`src/hdl/mf2_pkg.sv`:
```
// Multiface Two shared widths, port codes, shadow RAM map and gate-array command view
package mf2_pkg;

	// Bus widths
	localparam int CPU_AW = 16;
	localparam int DATA_W = 8;
	localparam int MF2_AW = 13;  // 8 KB cartridge RAM

	// Cartridge mode codes
	localparam logic [1:0] MODE_ENABLED  = 2'd0;
	localparam logic [1:0] MODE_HIDDEN   = 2'd1;
	localparam logic [1:0] MODE_DISABLED = 2'd2;

	// High address byte of the shadowed write-only ports
	localparam logic [DATA_W-1:0] PORT_GA       = 8'h7F;
	localparam logic [DATA_W-1:0] PORT_CRTC_SEL = 8'hBC;
	localparam logic [DATA_W-1:0] PORT_CRTC_VAL = 8'hBD;
	localparam logic [DATA_W-1:0] PORT_PPI      = 8'hF7;
	localparam logic [DATA_W-1:0] PORT_UROM     = 8'hDF;

	// FEE8 / FEEA share everything above bit 1
	localparam logic [CPU_AW-3:0] PAGE_PORT_HI = 14'b11111110111010;
	localparam logic [CPU_AW-1:0] NMI_VECTOR   = 16'h0066;
	localparam logic [CPU_AW-1:0] HIDE_VECTOR  = 16'h0065;

	// Shadow locations at the top of cartridge RAM
	localparam logic [MF2_AW-1:0] SH_PEN_IDX   = 13'h1FCF;
	localparam logic [MF2_AW-1:0] SH_BORDER    = 13'h1FDF;
	localparam logic [MF2_AW-1:0] SH_PEN_BASE  = 13'h1F90;  // + pen number
	localparam logic [MF2_AW-1:0] SH_MODE      = 13'h1FEF;
	localparam logic [MF2_AW-1:0] SH_BANK      = 13'h1FFF;
	localparam logic [MF2_AW-1:0] SH_CRTC_SEL  = 13'h1CFF;
	localparam logic [MF2_AW-1:0] SH_CRTC_BASE = 13'h1DB0;  // + register number
	localparam logic [MF2_AW-1:0] SH_PPI       = 13'h17FF;
	localparam logic [MF2_AW-1:0] SH_UROM      = 13'h1AAC;

	// Gate-array function field
	localparam logic [1:0] GA_FN_PEN    = 2'd0;
	localparam logic [1:0] GA_FN_COLOUR = 2'd1;
	localparam logic [1:0] GA_FN_MODE   = 2'd2;
	localparam logic [1:0] GA_FN_BANK   = 2'd3;

	// Byte written to port 7F, stored raw or decoded by function
	typedef union packed {
		logic [DATA_W-1:0] raw;
		struct packed {
			logic [1:0] func;
			logic [5:0] payload;
		} cmd;
	} ga_cmd_t;

endpackage

```
`src/hdl/mf2_store_decode.sv`:
```
// Multiface Two store decoder, maps hardware register writes onto shadow RAM addresses
`timescale 1ns/100ps

module mf2_store_decode (
	input  logic                      clk_sys,
	input  logic                      reset,
	input  logic                      io_wr_rise,
	input  logic [mf2_pkg::CPU_AW-1:0] cpu_addr,
	input  mf2_pkg::ga_cmd_t          cpu_dout,
	output logic [mf2_pkg::MF2_AW-1:0] store_addr
);
	import mf2_pkg::*;

	logic [DATA_W-1:0] port_hi;
	logic [4:0]        pen_idx;   // Bit 4 picks the border
	logic [3:0]        crtc_reg;
	logic              pen_wr;
	logic              crtc_wr;

	// Ports decode on the high address byte only
	assign port_hi = cpu_addr[CPU_AW-1 -: DATA_W];

	assign pen_wr  = io_wr_rise & (port_hi == PORT_GA) & (cpu_dout.cmd.func == GA_FN_PEN);
	assign crtc_wr = io_wr_rise & (port_hi == PORT_CRTC_SEL);

	////////////////////////////////////////
	// Pen index and CRTC register number
	////////////////////////////////////////

	always_ff @(posedge clk_sys) begin
		if (reset) begin
			pen_idx  <= '0;
			crtc_reg <= '0;
		end else begin
			if (pen_wr)
				pen_idx <= cpu_dout.raw[4:0];
			if (crtc_wr)
				crtc_reg <= cpu_dout.raw[3:0];
		end
	end

	////////////////////////////////////////
	// Shadow address decode
	////////////////////////////////////////

	// Zero means the write is not shadowed
	always_comb begin
		store_addr = '0;
		case (port_hi)
			PORT_GA: begin
				case (cpu_dout.cmd.func)
					GA_FN_PEN:
						store_addr = SH_PEN_IDX;
					GA_FN_COLOUR: begin
						if (pen_idx[4])
							store_addr = SH_BORDER;
						else
							store_addr = SH_PEN_BASE + MF2_AW'(pen_idx[3:0]);
					end
					GA_FN_MODE:
						store_addr = SH_MODE;   // Screen mode and ROM enables
					GA_FN_BANK:
						store_addr = SH_BANK;   // RAM banking
					default:
						store_addr = '0;
				endcase
			end
			PORT_CRTC_SEL:
				store_addr = SH_CRTC_SEL;
			PORT_CRTC_VAL:
				store_addr = SH_CRTC_BASE + MF2_AW'(crtc_reg);  // One byte per register
			PORT_PPI:
				store_addr = SH_PPI;  // 8255 control
			PORT_UROM:
				store_addr = SH_UROM;
			default:
				store_addr = '0;
		endcase
	end

endmodule

```
`config.mk`:
```
export PLATFORM = sky130hd
export DESIGN_NAME = mf2_store_decode
export DESIGN_NICKNAME = d
export VERILOG_FILES = /design/src/hdl/mf2_pkg.sv /design/src/hdl/mf2_store_decode.sv
export SDC_FILE = /design/constraint.sdc
export NUM_CORES = 1
export LEC_CHECK = 0
export BUFFER_PORTS_ARGS = -buffer_cell sky130_fd_sc_hd__buf_2
export CAP_MARGIN = 20
export CORE_UTILIZATION = 47
export DETAILED_ROUTE_END_ITERATION = 6
export GPL_TIMING_DRIVEN = 0
export PLACE_DENSITY = 0.83
export SLEW_MARGIN = 20
export SYNTH_ARGS = -nofsm -noshare
export SYNTH_HDL_FRONTEND = slang
export SYNTH_SLANG_ARGS = --single-unit
```
`constraint.sdc`:
```
create_clock -name clk_sys -period 1.8 [get_ports clk_sys]
set_input_delay 0.18 -clock clk_sys [delete_from_list [all_inputs] [get_ports clk_sys]]
set_output_delay 0.18 -clock clk_sys [all_outputs]
set_load 0.02 [all_outputs]
```
==> results.toml <==
[logic_synthesis]
synth_edf_count = 0
yosysMostFrequentCell = "nand2b_1"
synth-main-ff-cell = "dfxtp_1"
synth_area_leader_cell = "dfxtp_1"
netlist_instances = 96
synthTopCellsByCount = "10 x nand2b_1, 9 x dfxtp_1, 8 x nand2_1, 8 x nand3_1, 7 x nand4_1"
synth_cell_type_count = 32
syn-cell-area_um2 = 751
ys_seq_area_share_pct = 24.0
synth-async-reset-ratio_pct = 0
synth_warnings = 0
yosysTopAreaCellShare_pct = 24.0
syn-mean-instance-area_um2 = 7.82
yosys-top-cells-area = "dfxtp_1 24%, nand2b_1 8.3%, mux2i_1 6.7%, nand4_1 5.8%, nand3_1 5.3%"
ys_seq_elements = 9
syn_nets = 123

[clock_tree]
postCtsHoldBufs = 0
clk_pin_slew_ns = 0.06
numCtsBuffers = 3
h-tree-depth = 1
cts_tree = "built"
cts-root-buf = "clkbuf_4"
cts.repair.resized = 0
clock_path_buffers = 2
clk_latency_ns = 0.25
cts.sinks = 9
cts_setup_buffers = 0

[worst_setup_path]
worstPathRequired_ns = 1.62
crit_chain = "or3b_4 -> o211ai_1 -> nand4_1 -> buf_2"
setup.worst_path.end_class = "output port"
crit_path_max_fanout = 5
rr_startpoint = "crtc_reg[1]$_SDFFE_PP0P_"
worstPathArrival_ns = 1.45
r2r_end = "crtc_reg[1]$_SDFFE_PP0P_"
critPathKind = "reg -> out"
reg2reg_slack_ns = 1.20
cp-start-kind = "flop"
ff2ff_path_depth = 2
cp_slowest_cell = "or3b_4"
slowest_delay_ns = 0.42

[hold_path]
hold_end = "pen_idx[4]$_SDFFE_PP0P_"
worstHoldPathCells = 3
hold_class = "in -> reg"
min_from = "cpu_dout[4]"

[detailed_routing]
wl_per_cell_um = 12.6
vias = 840
drt-total-wl_um = 1830
ant_nets = 0
viasPerCell = 5.79
drt_iter0_drc = 12
dr.pass1.iters = 4
drcViolationCount = 0

[timing]
slew_viol_final = 0
tns_ns = 0
period_share_pct = 90.7
min_period_ns = 1.63
setup_viol = 0
tightest_slew_ns = 0.457
maxSlewHeadroom_pct = 69.4
rsz0062_at_grt = "no"
hold_viol = 0
fmaxAchievable_mhz = 612
skew_ns = 0

[die]
die_width_um = 42.0
core_area_um2 = 1510
die_area_um2 = 1760
start_util_pct = 49.8
boundaryPins = 40
fp-row-count = 14
die_height_um = 42.0

[placement]
dp_cells = 141
portBuffers = 29
gp_congestion = 0.921
dp_hpwl_um = 1510

[cells_and_area]
area_delta_synth_final_pct = 25.8
final_core_util_pct = 62.7
num_antenna_cells = 0
finalNetCount = 157
multi_input_area_um2 = 520
fillers = 140
layout.cells.non_filler = 145
largest_register_ffs = 5
seqCellArea_um2 = 180
final_layout_size_suffix_gt1_share_pct = 34.1

[power]
p_per_area_nw_per_um2 = 461
p_comb_share_pct = 20.6
internal-power_uw = 322
p_leak_nw = 0.424
max-vdd-ir-drop_mv = 0.372
sw_frac_of_total_pct = 26.1
power_uw = 436
p_switching_uw = 114
seq_power_share_pct = 45.8
clkPwrFrac_pct = 33.6

[grt]
grt_pass1_vias = 748
grtUsageTotal_pct = 23.1
grt_overflow = 0
grt_max_degree = 11
antenna_found_initial = 0
grt_pass1_wl_um = 3220

[run_status]
status = "finished, final reports clean"

[job]
cap_violations = 0
cell type report:
class / count / share of cell area [%]
repair buffers: 29 / 15.4
flip-flops and latches: 9 / 19.1
multi-input cells: 78 / 55.1
well taps: 16 / 2.12
clock buffers: 4 / 2.78
plain buffers: 7 / 4.77
inverters: 2 / 0.795
metal layers:
metal | global-route usage, % | routed length, um
met1 | 33.5 | 868
met2 | 34.7 | 862
met3 | 5.65 | 78
met4 | 4.52 | 16
met5 | 0 | 0
how the worst max path moves through the flow:
stage                                  from             end  slack [ns]
floorplan                      cpu_addr[11]  store_addr[12]        0.20
global placement                cpu_addr[8]   store_addr[1]        0.29
detailed placement              cpu_addr[8]   store_addr[0]        0.26
CTS                 pen_idx[4]$_SDFFE_PP0P_   store_addr[3]        0.05
global route        pen_idx[4]$_SDFFE_PP0P_   store_addr[3]        0.05
finish              pen_idx[4]$_SDFFE_PP0P_   store_addr[3]        0.17
power groups by stage:
stage          Sequential, mW  Clock (mW)  Combinational, mW
2_1_floorplan           0.204           0             0.0457
3_5_place_dp            0.204           0             0.0883
3_3_place_gp            0.204           0             0.0843
5_1_grt                 0.199       0.164             0.0995
6_report                0.200       0.147             0.0896
4_1_cts                 0.199       0.154             0.0888
logic make-up (layout without fill, tap and decap cells):
kind of cell	count (synthesis)	after routing	share of synthesized area, %
compound gates	21	21	17.3
mux	5	5	6.67
flops	9	9	24.0
simple gates	51	51	43.8
buf+inv	9	42	7.00
xor+xnor	1	1	1.17
stage by stage:
stage	hold WS [ns]	area (um^2)	worst slack (ns)
after floorplan	0.334	751	0.200
after global placement	0.447	916	0.292
after detailed placement	0.456	916	0.262
after CTS	0.182	942	0.0541
after global routing	0.188	945	0.0544
final	0.182	945	0.167
cells in the final DEF, fill, tap and decap left out, types with 3 or more instances in the layout:
master,count
o21ai_0,4
nand2b_1,10
nor2_1,4
o31ai_1,5
o211ai_1,4
dfxtp_1,9
buf_2,31
a21oi_1,6
nand3_1,8
clkbuf_4,3
mux2i_1,5
nand2_1,8
nand4_1,7
critical path: cells and delay by family, from the launching register on:
family                 cells  cell delay [ns]
DFF                        1             0.31
and+or+nand+nor            2             0.53
buffers and inverters      1             0.19
AOI/OAI and AO/OA          1             0.17
No activity file was read; power rests on OpenSTA's default activity.
