## src/hdl/mf2_pkg.sv

```systemverilog
// Multiface Two shared widths, port codes, shadow RAM map and gate-array command view
package mf2_pkg;

	// Bus widths
	localparam int CPU_AW = 16;
	localparam int DATA_W = 8;
	localparam int MF2_AW = 13;  // 8 KB cartridge RAM

	// Cartridge mode codes
	localparam logic [1:0] MODE_ENABLED  = 2'd0;
	localparam logic [1:0] MODE_HIDDEN   = 2'd1;
	localparam logic [1:0] MODE_DISABLED = 2'd2;

	// High address byte of the shadowed write-only ports
	localparam logic [DATA_W-1:0] PORT_GA       = 8'h7F;
	localparam logic [DATA_W-1:0] PORT_CRTC_SEL = 8'hBC;
	localparam logic [DATA_W-1:0] PORT_CRTC_VAL = 8'hBD;
	localparam logic [DATA_W-1:0] PORT_PPI      = 8'hF7;
	localparam logic [DATA_W-1:0] PORT_UROM     = 8'hDF;

	// FEE8 / FEEA share everything above bit 1
	localparam logic [CPU_AW-3:0] PAGE_PORT_HI = 14'b11111110111010;
	localparam logic [CPU_AW-1:0] NMI_VECTOR   = 16'h0066;
	localparam logic [CPU_AW-1:0] HIDE_VECTOR  = 16'h0065;

	// Shadow locations at the top of cartridge RAM
	localparam logic [MF2_AW-1:0] SH_PEN_IDX   = 13'h1FCF;
	localparam logic [MF2_AW-1:0] SH_BORDER    = 13'h1FDF;
	localparam logic [MF2_AW-1:0] SH_PEN_BASE  = 13'h1F90;  // + pen number
	localparam logic [MF2_AW-1:0] SH_MODE      = 13'h1FEF;
	localparam logic [MF2_AW-1:0] SH_BANK      = 13'h1FFF;
	localparam logic [MF2_AW-1:0] SH_CRTC_SEL  = 13'h1CFF;
	localparam logic [MF2_AW-1:0] SH_CRTC_BASE = 13'h1DB0;  // + register number
	localparam logic [MF2_AW-1:0] SH_PPI       = 13'h17FF;
	localparam logic [MF2_AW-1:0] SH_UROM      = 13'h1AAC;

	// Gate-array function field
	localparam logic [1:0] GA_FN_PEN    = 2'd0;
	localparam logic [1:0] GA_FN_COLOUR = 2'd1;
	localparam logic [1:0] GA_FN_MODE   = 2'd2;
	localparam logic [1:0] GA_FN_BANK   = 2'd3;

	// Byte written to port 7F, stored raw or decoded by function
	typedef union packed {
		logic [DATA_W-1:0] raw;
		struct packed {
			logic [1:0] func;
			logic [5:0] payload;
		} cmd;
	} ga_cmd_t;

endpackage

```

## src/hdl/mf2_control.sv

```systemverilog
// Multiface Two controller, NMI request, paging state and cartridge RAM port arbitration
`timescale 1ns/100ps

module mf2_control (
	input  logic                       clk_sys,
	input  logic                       reset,
	input  logic [1:0]                 mode,
	input  logic [mf2_pkg::CPU_AW-1:0] cpu_addr,
	input  logic [mf2_pkg::DATA_W-1:0] cpu_dout,
	input  logic                       m1,
	input  logic                       io_wr,
	input  logic                       mem_wr,
	input  logic                       key_nmi,
	input  logic [mf2_pkg::MF2_AW-1:0] store_addr,
	output logic                       io_wr_rise,
	output logic                       nmi,
	output logic                       rom_sel,
	output logic                       ram_sel,
	output logic [mf2_pkg::MF2_AW-1:0] ram_addr,
	output logic [mf2_pkg::DATA_W-1:0] ram_din,
	output logic                       ram_we
);
	import mf2_pkg::*;

	logic m1_q;
	logic io_wr_q;
	logic key_q;
	logic m1_rise;
	logic key_rise;
	logic enable;   // Cartridge paged in
	logic hidden;   // Paging ports ignored
	logic page_hit;
	logic store_hit;
	logic win_wr;

	////////////////////////////////////////
	// Edge detection
	////////////////////////////////////////

	always_ff @(posedge clk_sys) begin
		if (reset) begin
			m1_q    <= 1'b0;
			io_wr_q <= 1'b0;
			key_q   <= 1'b0;
		end else begin
			m1_q    <= m1;
			io_wr_q <= io_wr;
			key_q   <= key_nmi;
		end
	end

	assign m1_rise    = m1 & ~m1_q;
	assign io_wr_rise = io_wr & ~io_wr_q;
	assign key_rise   = key_nmi & ~key_q;

	// FEE8 pages in, FEEA pages out
	assign page_hit  = io_wr_rise & (cpu_addr[CPU_AW-1:2] == PAGE_PORT_HI);
	assign store_hit = io_wr_rise & (|store_addr);

	// ROM in the first 8 KB, RAM in the second
	assign rom_sel = enable & (cpu_addr[CPU_AW-1:MF2_AW] == 3'd0);
	assign ram_sel = enable & (cpu_addr[CPU_AW-1:MF2_AW] == 3'd1);
	assign win_wr  = mem_wr & ram_sel;

	////////////////////////////////////////
	// NMI and paging state
	////////////////////////////////////////

	always_ff @(posedge clk_sys) begin
		if (reset) begin
			nmi    <= 1'b0;
			enable <= 1'b0;
			hidden <= (mode != MODE_ENABLED);
		end else begin
			if (key_rise & ~enable & (mode != MODE_DISABLED))
				nmi <= 1'b1;
			// NMI vector fetch pages the cartridge in
			if (m1_rise & nmi & (cpu_addr == NMI_VECTOR)) begin
				enable <= 1'b1;
				hidden <= 1'b0;
				nmi    <= 1'b0;
			end
			if (m1_rise & enable & (cpu_addr == HIDE_VECTOR))
				hidden <= 1'b1;
			if (page_hit)
				enable <= ~cpu_addr[1] & ~hidden & (mode != MODE_DISABLED);
		end
	end

	////////////////////////////////////////
	// RAM port
	////////////////////////////////////////

	// Paging write first, then shadow store, then windowed write
	always_ff @(posedge clk_sys) begin
		if (reset)
			ram_we <= 1'b0;
		else
			ram_we <= ~page_hit & (store_hit | win_wr);
	end

	always_ff @(posedge clk_sys) begin
		ram_addr <= (store_hit & ~page_hit) ? store_addr : cpu_addr[MF2_AW-1:0];
		ram_din  <= cpu_dout;  // Same byte for stores and CPU writes
	end

endmodule

```

## config.mk

```make
export PLATFORM = sky130hd
export DESIGN_NAME = mf2_control
export DESIGN_NICKNAME = d
export VERILOG_FILES = /design/src/hdl/mf2_pkg.sv /design/src/hdl/mf2_control.sv
export SDC_FILE = /design/constraint.sdc
export NUM_CORES = 1
export LEC_CHECK = 0
export ABC_CLOCK_PERIOD_IN_PS = 1420
export BUFFER_PORTS_ARGS = -buffer_cell sky130_fd_sc_hd__buf_2
export CORE_ASPECT_RATIO = 1.25
export CORE_MARGIN = 2
export CORE_UTILIZATION = 40
export CTS_CLUSTER_DIAMETER = 200
export DETAILED_ROUTE_END_ITERATION = 7
export PLACE_DENSITY = 0.81
export SLEW_MARGIN = 25
export SYNTH_ARGS = -nofsm -noshare
export SYNTH_HDL_FRONTEND = slang
export SYNTH_SLANG_ARGS = --single-unit
```

## constraint.sdc

```tcl
create_clock -name clk_sys -period 1.42 [get_ports clk_sys]
set_input_delay 0.071 -clock clk_sys [delete_from_list [all_inputs] [get_ports clk_sys]]
set_output_delay 0.071 -clock clk_sys [all_outputs]
set_load 0.01 [all_outputs]
```

==> flow_metrics.env, run 1 <==
export IMPL_clockPowerShare=0.272
export IMPL_yosys_area_top_type_share=0.514
export IMPL_diodes=0
export IMPL_avgSynthCellArea_sq_um=12.7
export IMPL_max_flop_register="ram_addr"
export IMPL_drv_slew=0
export IMPL_cap_violations=0
export IMPL_place_congestion=0.810
export IMPL_avgRoutedWirePerCell_microns=14.3
export IMPL_tightestPinTransition_ns=0.342
export IMPL_ir_worst_vdd_mv=0.587
export IMPL_die_w_microns=49.8
export IMPL_slowest_delay_ns=0.36
export IMPL_met2_usage=0.442
export IMPL_grt_pass1_vias=1172
export IMPL_cp_cell_sequence="nor4b_2, nand4b_1, o41ai_1"
export IMPL_die_area_sq_um=3060
export IMPL_setup_ws_ns=0.0747
export IMPL_hpwl_microns=2210
export IMPL_layout_commonest_cell="buf_2"
export IMPL_hold_slack_ns=0.00343
export IMPL_path_max_fanout=3
export IMPL_cts_sinks=28
export IMPL_viasPerCell=4.97
export IMPL_p_leak_nw=0.876
export IMPL_ys_warn_count=0
export IMPL_p_sw_mw=0.386
export IMPL_h_tree_depth=1
export IMPL_max_slew_margin_rel=0.770
export IMPL_syn_inst=83
export IMPL_hp_class="in2reg"
export IMPL_critPathKind="reg2reg"
export IMPL_grtUsageTotal=0.219
export IMPL_largest_registers="ram_addr: 13 flops, ram_din: 8 flops"
export IMPL_core_area_sq_um=2480
export IMPL_syn_nets=128
export IMPL_rsz0062_at_grt="no"
export IMPL_p_int_mw=1.27
export IMPL_grt_busiest_layer="met2"
export IMPL_via_count=1124
export IMPL_layout_nets=239
export IMPL_antenna_found_initial=0
export IMPL_hold_viol=0
export IMPL_netlist_area_sq_um=1050
export IMPL_postRouteAntennaNets=0
export IMPL_start_kind="flop"
export IMPL_grt_max_degree=17
export IMPL_grt_util_met3=0.0340
export IMPL_drc=0
export IMPL_ys_types=29
export IMPL_ys_seq_area_frac=0.543
export IMPL_ioPinCount=71
export IMPL_place_ws_ns=-0.105
export IMPL_setup_viol=0
export IMPL_numCtsBuffers=3
export IMPL_die_h_microns=61.3
export IMPL_grt_pass1_wl_microns=4970
export IMPL_gr_total_overflow=0
export IMPL_final_cell_mix="68 x buf_2, 33 x dlygate4sd3_1, 27 x dfxtp_1"
export IMPL_gr_usage_met1=0.224
export IMPL_drive_above_1_share=0.508
export IMPL_placementRows=20
export IMPL_skew_ns=0.0108
export IMPL_postCtsSetupRepairBufs=0
export IMPL_synth_area_leaders="dfxtp_1 51%, mux2_4 14%, mux2_2 3.2%"
export IMPL_drt_total_wl_microns=3240
export IMPL_cts_root_buf="clkbuf_4"
export IMPL_swShare=0.234
export IMPL_initial_core_util=0.424
export IMPL_min_period_over_period=0.947
export IMPL_critPathArrivalTime_ns=1.48
export IMPL_clk_path_buf_depth=2
export IMPL_min_period_ns=1.35
export IMPL_slowest_stage="o41ai_1"
export IMPL_portBuffers=70
export IMPL_area_growth_pct=76.2
export IMPL_yosysTopAreaCell="dfxtp_1"
export IMPL_sequentialPowerShare=0.521
export IMPL_fin_util=0.747
export IMPL_synth_seq_cells=28
export IMPL_largest_reg_flops=13
export IMPL_end_kind="flop"
export IMPL_path_clk_slew_ns=0.15
export IMPL_cts_tree="built"
export IMPL_drtIter0Drc=24
export IMPL_crit_required_ns=1.56
export IMPL_clock_latency_ns=0.33
export IMPL_fmax_mhz=743
export IMPL_status="finished clean"
export IMPL_powerDensity_nw_per_um2=893
export IMPL_power_frac_comb=0.206
export IMPL_drt_pass1_iter_count=4
-- through the flow --
step           power [mW]  cells  TNS (ns)  area, sq um
2_1_floorplan        1.00     83         0         1050
3_3_place_gp         1.13    190    -0.423         1460
3_5_place_dp         1.14    190    -0.956         1460
4_1_cts              1.64    226         0         1830
5_1_grt              1.72    226         0         1850
6_report             1.65    226         0         1850
-- synth_stat cells, drive strengths merged --
cell type	instances
o21ai	1
nor3	4
nand3b	2
nand2	3
buf	1
or3	1
o21a	1
nor4	4
o21bai	1
mux2	13
nand4bb	1
and2	1
a21oi	1
a22oi	1
o31a	1
nor2	4
nand4	2
nor4b	2
clkbuf	1
dfxtp	27
nand4b	2
a31oi	1
edfxtp	1
o41ai	1
nor2b	5
and3	1
-- area by class of cell --
type,instances,area (sq um)
Clock buffer,4,47.5
Fill cell,169,626
Multi-Input combinational cell,54,477
Sequential cell,28,571
Tap cell,33,41.3
Timing Repair Buffer,107,716
-- cells by family after synthesis --
| logic type | share of synthesized area |
|---|---|
| AOI/OAI and AO/OA | 0.0536 |
| DFF | 0.543 |
| muxes | 0.175 |
| and+or+nand+nor | 0.206 |
| buffers and inverters | 0.0226 |
-- layer usage --
layer	share of wire	wire length (microns)
met1	0.38	1220
met2	0.53	1730
met3	0.068	219
met4	0.024	77
met5	0	0
-- worst max-delay path, delay by kind of cell, from the launching register on --
family           cells  cell delay, ns
AO/OA/AOI/OAI        1            0.36
flip-flops           1            0.34
AND/OR/NAND/NOR      2            0.45
-- worst paths after layout --
kind,startpoint,endpoint,slack [ns],cells past startpoint
hold reg to reg,nmi,nmi,0.56,2
setup reg to reg,m1_q,hidden,0.07,3
hold / removal,cpu_addr[10],ram_addr[10],0.003,2
setup / recovery,m1_q,hidden,0.07,3
-- power by group through the flow --
stage	Combinational [mW]	Sequential (mW)	Clock, mW
2_1_floorplan	0.0997	0.902	0
3_3_place_gp	0.257	0.876	0
3_5_place_dp	0.264	0.877	0
4_1_cts	0.332	0.860	0.452
5_1_grt	0.367	0.867	0.484
6_report	0.341	0.862	0.450
-- timing repair --
item                                   in CTS  in global routing
endpoints found under the hold margin      23                  1
setup endpoints to repair                   0                 15
hold buffers                               32                  1
resized for setup                           0                  2
Power figures use the tool's default switching activity.
==> run 2: changes to the inputs <==
- CORE_MARGIN: 2 -> unset
- GPL_TIMING_DRIVEN: unset -> 0
==> run 2 against run 1 <==
  * Fmax fell by 4.6%
  * Critical path depth increased by 4
  * Critical path type is now in2reg
  * Critical endpoint is now ram_addr[0]
  * Utilization is 2.0 points higher
  * Non-clock buffer count is 2 higher
==> flow_metrics.env, run 2 (synthesized netlist as in run 1, its figures left out) <==
export IMPL_status="finished clean"
export IMPL_place_congestion=0.774
export IMPL_viasPerCell=4.96
export IMPL_path_clk_slew_ns=0.16
export IMPL_min_period_over_period=0.993
export IMPL_hold_viol=0
export IMPL_crit_required_ns=1.65
export IMPL_clk_path_buf_depth=2
export IMPL_cap_violations=0
export IMPL_clock_latency_ns=0.33
export IMPL_place_ws_ns=-0.156
export IMPL_cp_cell_sequence="dlygate4sd3_1, buf_2, nor2_2, nand4_1, nand3b_4, clkbuf_16, mux2_4"
export IMPL_portBuffers=69
export IMPL_drt_pass1_iter_count=4
export IMPL_fin_setup_tns_ns=0
export IMPL_critPathCapture="ram_addr[0]"
export IMPL_grtUsageTotal=0.234
export IMPL_grt_pass1_wl_microns=4630
export IMPL_critPathLaunch="store_addr[7]"
export IMPL_ir_worst_vdd_mv=0.781
export IMPL_area_growth_pct=79.2
export IMPL_p_sw_mw=0.396
export IMPL_skew_ns=0.0113
export IMPL_fillers=179
export IMPL_fmax_mhz=709
export IMPL_largest_registers="ram_addr: 13 flops, ram_din: 8 flops"
export IMPL_rr_worst_depth=3
export IMPL_p_leak_nw=0.882
export IMPL_drive_above_1_share=0.495
export IMPL_avgRoutedWirePerCell_microns=15.1
export IMPL_die_w_microns=47.8
export IMPL_power_mw=1.68
export IMPL_hpwl_microns=1930
export IMPL_ff2ff_setup_slack_ns=0.08
export IMPL_setup_viol=0
export IMPL_core_area_sq_um=2450
export IMPL_setup_ws_ns=0.0103
export IMPL_final_area_sq_um=1880
export IMPL_layout_commonest_cell="buf_2"
export IMPL_numCtsBuffers=3
export IMPL_cts_tree="built"
export IMPL_cp_num_cells=7
export IMPL_start_kind="input port"
export IMPL_end_kind="flop"
export IMPL_drc=0
export IMPL_powerDensity_nw_per_um2=890
export IMPL_hp_class="in2reg"
export IMPL_hold_slack_ns=0.00270
export IMPL_sequentialPowerShare=0.514
export IMPL_placementRows=20
export IMPL_cts_root_buf="clkbuf_4"
export IMPL_crit_family="buffers and inverters"
export IMPL_path_max_fanout=5
export IMPL_gr_total_overflow=0
export IMPL_die_area_sq_um=2840
export IMPL_post_dp_cell_area_sq_um=1440
export IMPL_grt_max_degree=17
export IMPL_ioPinCount=71
export IMPL_max_flop_register="ram_addr"
export IMPL_largest_reg_flops=13
export IMPL_cts_sinks=28
export IMPL_fin_util=0.768
export IMPL_dp_cells=185
export IMPL_critPathKind="in2reg"
export IMPL_initial_core_util=0.429
export IMPL_h_tree_depth=1
export IMPL_slowest_delay_ns=0.53
export IMPL_p_int_mw=1.28
export IMPL_grt_pass1_vias=1102
export IMPL_layout_nets=240
export IMPL_crit_buf_inv=3
export IMPL_max_slew_margin_rel=0.754
export IMPL_min_period_ns=1.41
export IMPL_final_cell_mix="68 x buf_2, 35 x dlygate4sd3_1, 27 x dfxtp_1"
export IMPL_slowest_stage="dlygate4sd3_1"
export IMPL_tightestPinTransition_ns=0.368
export IMPL_critPathArrivalTime_ns=1.64
export IMPL_postRouteAntennaNets=0
export IMPL_fin_cells=227
export IMPL_die_h_microns=59.3
export IMPL_rr_startpoint="m1_q"
export IMPL_diodes=0
export IMPL_drtIter0Drc=19
export IMPL_drt_total_wl_microns=3440
export IMPL_swShare=0.236
export IMPL_via_count=1125
export IMPL_reg2reg_to="hidden"
export IMPL_power_frac_comb=0.215
export IMPL_drv_slew=0
export IMPL_clockPowerShare=0.271
export IMPL_antenna_found_initial=0
-- run 2: power groups by stage --
stage          registers, mW  logic [mW]  clock network [mW]
2_1_floorplan          0.902      0.0997                   0
3_3_place_gp           0.873       0.254                   0
3_5_place_dp           0.875       0.260                   0
4_1_cts                0.858       0.335               0.465
5_1_grt                0.867       0.387               0.494
6_report               0.861       0.360               0.455
-- run 2: worst reg2reg max path, cell delays in order (launching register included) --
cell and delay, ns:
dfxtp_1 0.33, nor4b_1 0.28, nand4b_1 0.22, o41ai_1 0.33
-- run 2: layout make-up --
class	count	area, sq um	share of cell area
flip-flops and latches	28	571	0.303
well taps	33	41.3	0.0219
repair buffers	107	738	0.392
plain buffers	2	23.8	0.0126
clock buffers	4	47.5	0.0252
multi-input cells	53	462	0.245
-- run 2: repair_timing --
action                     4_1_cts  5_1_grt
gates cloned                     0        1
buffers inserted                 0        3
hold endpoints to repair        24        0
hold buffers                    35        0
pin swaps                        0        1
setup endpoints to repair       10       10
gates resized for setup          1        1
-- run 2: how the worst min path moves through the flow --
stage                     start           to  slack, ns  depth (start not counted)
floorplan           cpu_dout[0]   ram_din[0]        0.1                          0
global placement    cpu_dout[0]   ram_din[0]       0.17                          1
detailed placement  cpu_dout[0]   ram_din[0]       0.18                          1
CTS                 cpu_addr[3]  ram_addr[3]      0.008                          2
global route        cpu_addr[3]  ram_addr[3]      -0.01                          2
finish              cpu_addr[3]  ram_addr[3]      0.003                          2
-- run 2: routing by layer --
layer / track usage / vias up / routed length (microns)
li1: - / 529 / -
met5: 0 / - / 0
met3: 0.0305 / 8 / 208
met4: 0.0952 / 0 / 62
met1: 0.259 / 527 / 1310
met2: 0.427 / 61 / 1850
==> run 3: changes to the inputs <==
- ABC_AREA: unset -> 1
- CTS_BUF_LIST: unset -> sky130_fd_sc_hd__clkbuf_16
- PLACE_DENSITY: 0.81 -> 0.78
==> run 3 against run 2 <==
  * Non-clock buffer count shrank 28
  * Via count increased by 20%
  * Utilization down 15 points
  * Flip-flop and latch count unchanged
  * Combinational power decreased by 18%
  * Area after synthesis increased by 18%
  * Power up 14%
  * Sequential share of layout area up 1.2 points
  * Clock-buffer cell count unchanged
  * Global-route usage fell by 4.1 points
  * Critical endpoint is now hidden
==> flow_metrics.env, run 3 <==
export IMPL_status="finished clean"
export IMPL_ys_warn_count=0
export IMPL_core_area_sq_um=2950
export IMPL_fin_setup_tns_ns=0
export IMPL_place_ws_ns=0.190
export IMPL_cts_root_buf="clkbuf_16"
export IMPL_h_tree_depth=1
export IMPL_critPathArrivalTime_ns=1.22
export IMPL_synth_area_leaders="dfxtp_1 44%, nand2_1 18%, nor2_1 10%"
export IMPL_drt_pass1_iter_count=4
export IMPL_postCtsSetupRepairBufs=0
export IMPL_cts_sinks=28
export IMPL_fillers=285
export IMPL_antenna_found_initial=0
export IMPL_min_period_ns=1.24
export IMPL_grt_pass1_wl_microns=4910
export IMPL_rsz0062_at_grt="no"
export IMPL_cts_tree="built"
export IMPL_post_cts_resized=0
export IMPL_diodes=0
export IMPL_grt_pass1_vias=1269
export IMPL_avgRoutedWirePerCell_microns=9.98
export IMPL_synth_seq_cells=28
export IMPL_syn_nets=225
export IMPL_end_kind="flop"
export IMPL_ir_worst_vdd_mv=0.608
export IMPL_power_mw=1.90
export IMPL_largest_registers="ram_addr: 13 flops, ram_din: 8 flops"
export IMPL_place_congestion=0.795
export IMPL_ioPinCount=71
export IMPL_max_slew_margin_rel=0.758
export IMPL_ys_seq_area_frac=0.460
export IMPL_gr_total_overflow=0
export IMPL_cp_cell_sequence="inv_1, nor3_1, nand2_1, nor2_1, nand3b_1"
export IMPL_register_area_sq_um=571
export IMPL_synth_xor_area_frac=0
export IMPL_drt_total_wl_microns=2970
export IMPL_final_cell_mix="72 x buf_2, 61 x nand2_1, 34 x nor2_1"
export IMPL_initial_core_util=0.421
export IMPL_viasPerCell=4.55
export IMPL_holdPathStages=3
export IMPL_yosysMostFrequentCell="nand2_1"
export IMPL_yosys_area_top_type_share=0.436
export IMPL_wl_met3_microns=180
export IMPL_rr_worst_depth=5
export IMPL_syn_inst=180
export IMPL_cp_num_cells=5
export IMPL_min_period_over_period=0.872
export IMPL_clk_path_buf_depth=2
export IMPL_post_dp_cell_area_sq_um=1640
export IMPL_fin_util=0.615
export IMPL_die_w_microns=51.8
export IMPL_tightestPinTransition_ns=0.362
export IMPL_synthAdderAreaFrac=0
export IMPL_path_clk_slew_ns=0.07
export IMPL_reg2reg_to="hidden"
export IMPL_crit_buf_inv=1
export IMPL_hp_class="in2reg"
export IMPL_powerDensity_nw_per_um2=1050
export IMPL_synth_top_family_by_area="simple AND/OR/NAND/NOR gates"
export IMPL_top_layer="met4"
export IMPL_placementRows=22
export IMPL_grtUsageTotal=0.193
export IMPL_ff2ff_setup_slack_ns=0.18
export IMPL_async_reset_ff_frac=0
export IMPL_numCtsBuffers=3
export IMPL_die_area_sq_um=3330
export IMPL_clock_latency_ns=0.26
export IMPL_critPathLaunch="nmi"
export IMPL_ys_types=22
export IMPL_via_count=1351
export IMPL_portBuffers=70
export IMPL_multi_input_comb_area_sq_um=566
export IMPL_max_flop_register="ram_addr"
export IMPL_ys_flop_type="dfxtp_1"
export IMPL_drive_above_1_share=0.326
export IMPL_layout_commonest_cell="buf_2"
export IMPL_crit_family="simple AND/OR/NAND/NOR gates"
export IMPL_grt_max_degree=17
export IMPL_fmax_mhz=807
export IMPL_crit_required_ns=1.40
export IMPL_critPathCapture="hidden"
export IMPL_slowest_stage="dfxtp_1"
export IMPL_synthMuxAreaShare=0
export IMPL_setup_viol=0
export IMPL_drtIter0Drc=24
export IMPL_critPathKind="reg2reg"
export IMPL_drv_slew=0
export IMPL_rr_startpoint="nmi"
export IMPL_drc=0
export IMPL_hpwl_microns=2360
export IMPL_final_area_sq_um=1810
export IMPL_netlist_area_sq_um=1240
export IMPL_met2RoutedLength_microns=1580
export IMPL_cap_violations=0
export IMPL_synth_edf_count=1
export IMPL_path_max_fanout=3
export IMPL_setup_ws_ns=0.181
export IMPL_die_h_microns=64.3
export IMPL_synth_compound_area_share=0.0141
export IMPL_start_kind="flop"
export IMPL_skew_ns=0.00534
export IMPL_p_leak_nw=0.976
export IMPL_slowest_delay_ns=0.34
export IMPL_avgSynthCellArea_sq_um=6.89
export IMPL_postRouteAntennaNets=0
export IMPL_wl_met1_microns=1160
export IMPL_area_growth_pct=46.1
export IMPL_largest_reg_flops=13
export IMPL_hold_viol=0
export IMPL_synthTopCellsByCount="61 x nand2_1, 34 x nor2_1, 27 x dfxtp_1, 19 x inv_1, 15 x nand4_1"
export IMPL_yosysTopAreaCell="dfxtp_1"
export IMPL_layout_nets=307
export IMPL_yosys_area_share_simple=0.442
==> run 3: cell count changes in the layout (fill, tap and decap cells not counted), sizes merged, moves of 13 or more <==
cell,previous run,this run
nand4,2,15
nand2,3,62
dlygate4sd3,35,8
mux2,13,0
inv,0,21
nor2,4,37
==> run 3: metrics by stage <==
step	std cells	hold slack [ns]
CTS	298	0.00803
floorplan	180	0.0987
global placement	286	0.173
global route	297	0.0316
finish	297	0.0132
detailed placement	286	0.175
==> run 3: worst min path at each step <==
| stage | startpoint | end |
|---|---|---|
| 2_1_floorplan | cpu_dout[0] | ram_din[0] |
| 3_3_place_gp | cpu_dout[2] | ram_din[2] |
| 3_5_place_dp | cpu_dout[1] | ram_din[1] |
| 4_1_cts | cpu_addr[5] | ram_addr[5] |
| 5_1_grt | m1 | m1_q |
| 6_report | cpu_addr[5] | ram_addr[5] |
==> run 3: kinds of logic after synthesis <==
family	Yosys count
buffers and inverters	25
flip-flops	28
AO/OA/AOI/OAI	3
AND/OR/NAND/NOR	124
==> run 3: metal layers <==
metal,vias up,global-route usage
li1,723,-
met1,578,0.204
met2,44,0.369
met3,6,0.0262
met4,0,0.0743
met5,-,0
==> run 3: repair_timing <==
| action | CTS | global route |
|---|---|---|
| hold endpoints to repair | 8 | 0 |
| setup endpoints to repair | 0 | 1 |
| hold buffers | 8 | 0 |
==> run 3: worst min-delay path, cell delays in order <==
cell     delay (ns)
buf_2          0.09
nand2_1        0.04
nand2_1        0.04
==> run 3: area by class of cell <==
class | count | share of cell area
flip-flops and latches | 28 | 0.315
multi-input cells | 127 | 0.312
repair buffers | 78 | 0.238
clock buffers | 4 | 0.0552
inverters | 21 | 0.0435
well taps | 36 | 0.0249
plain buffers | 3 | 0.0117
==> run 3: power breakdown <==
part,switching (mW),internal (mW),leakage [nW]
registers,0.0126,0.846,0.236
clock network,0.261,0.490,0.0493
logic,0.156,0.139,0.690
total,0.430,1.47,0.976
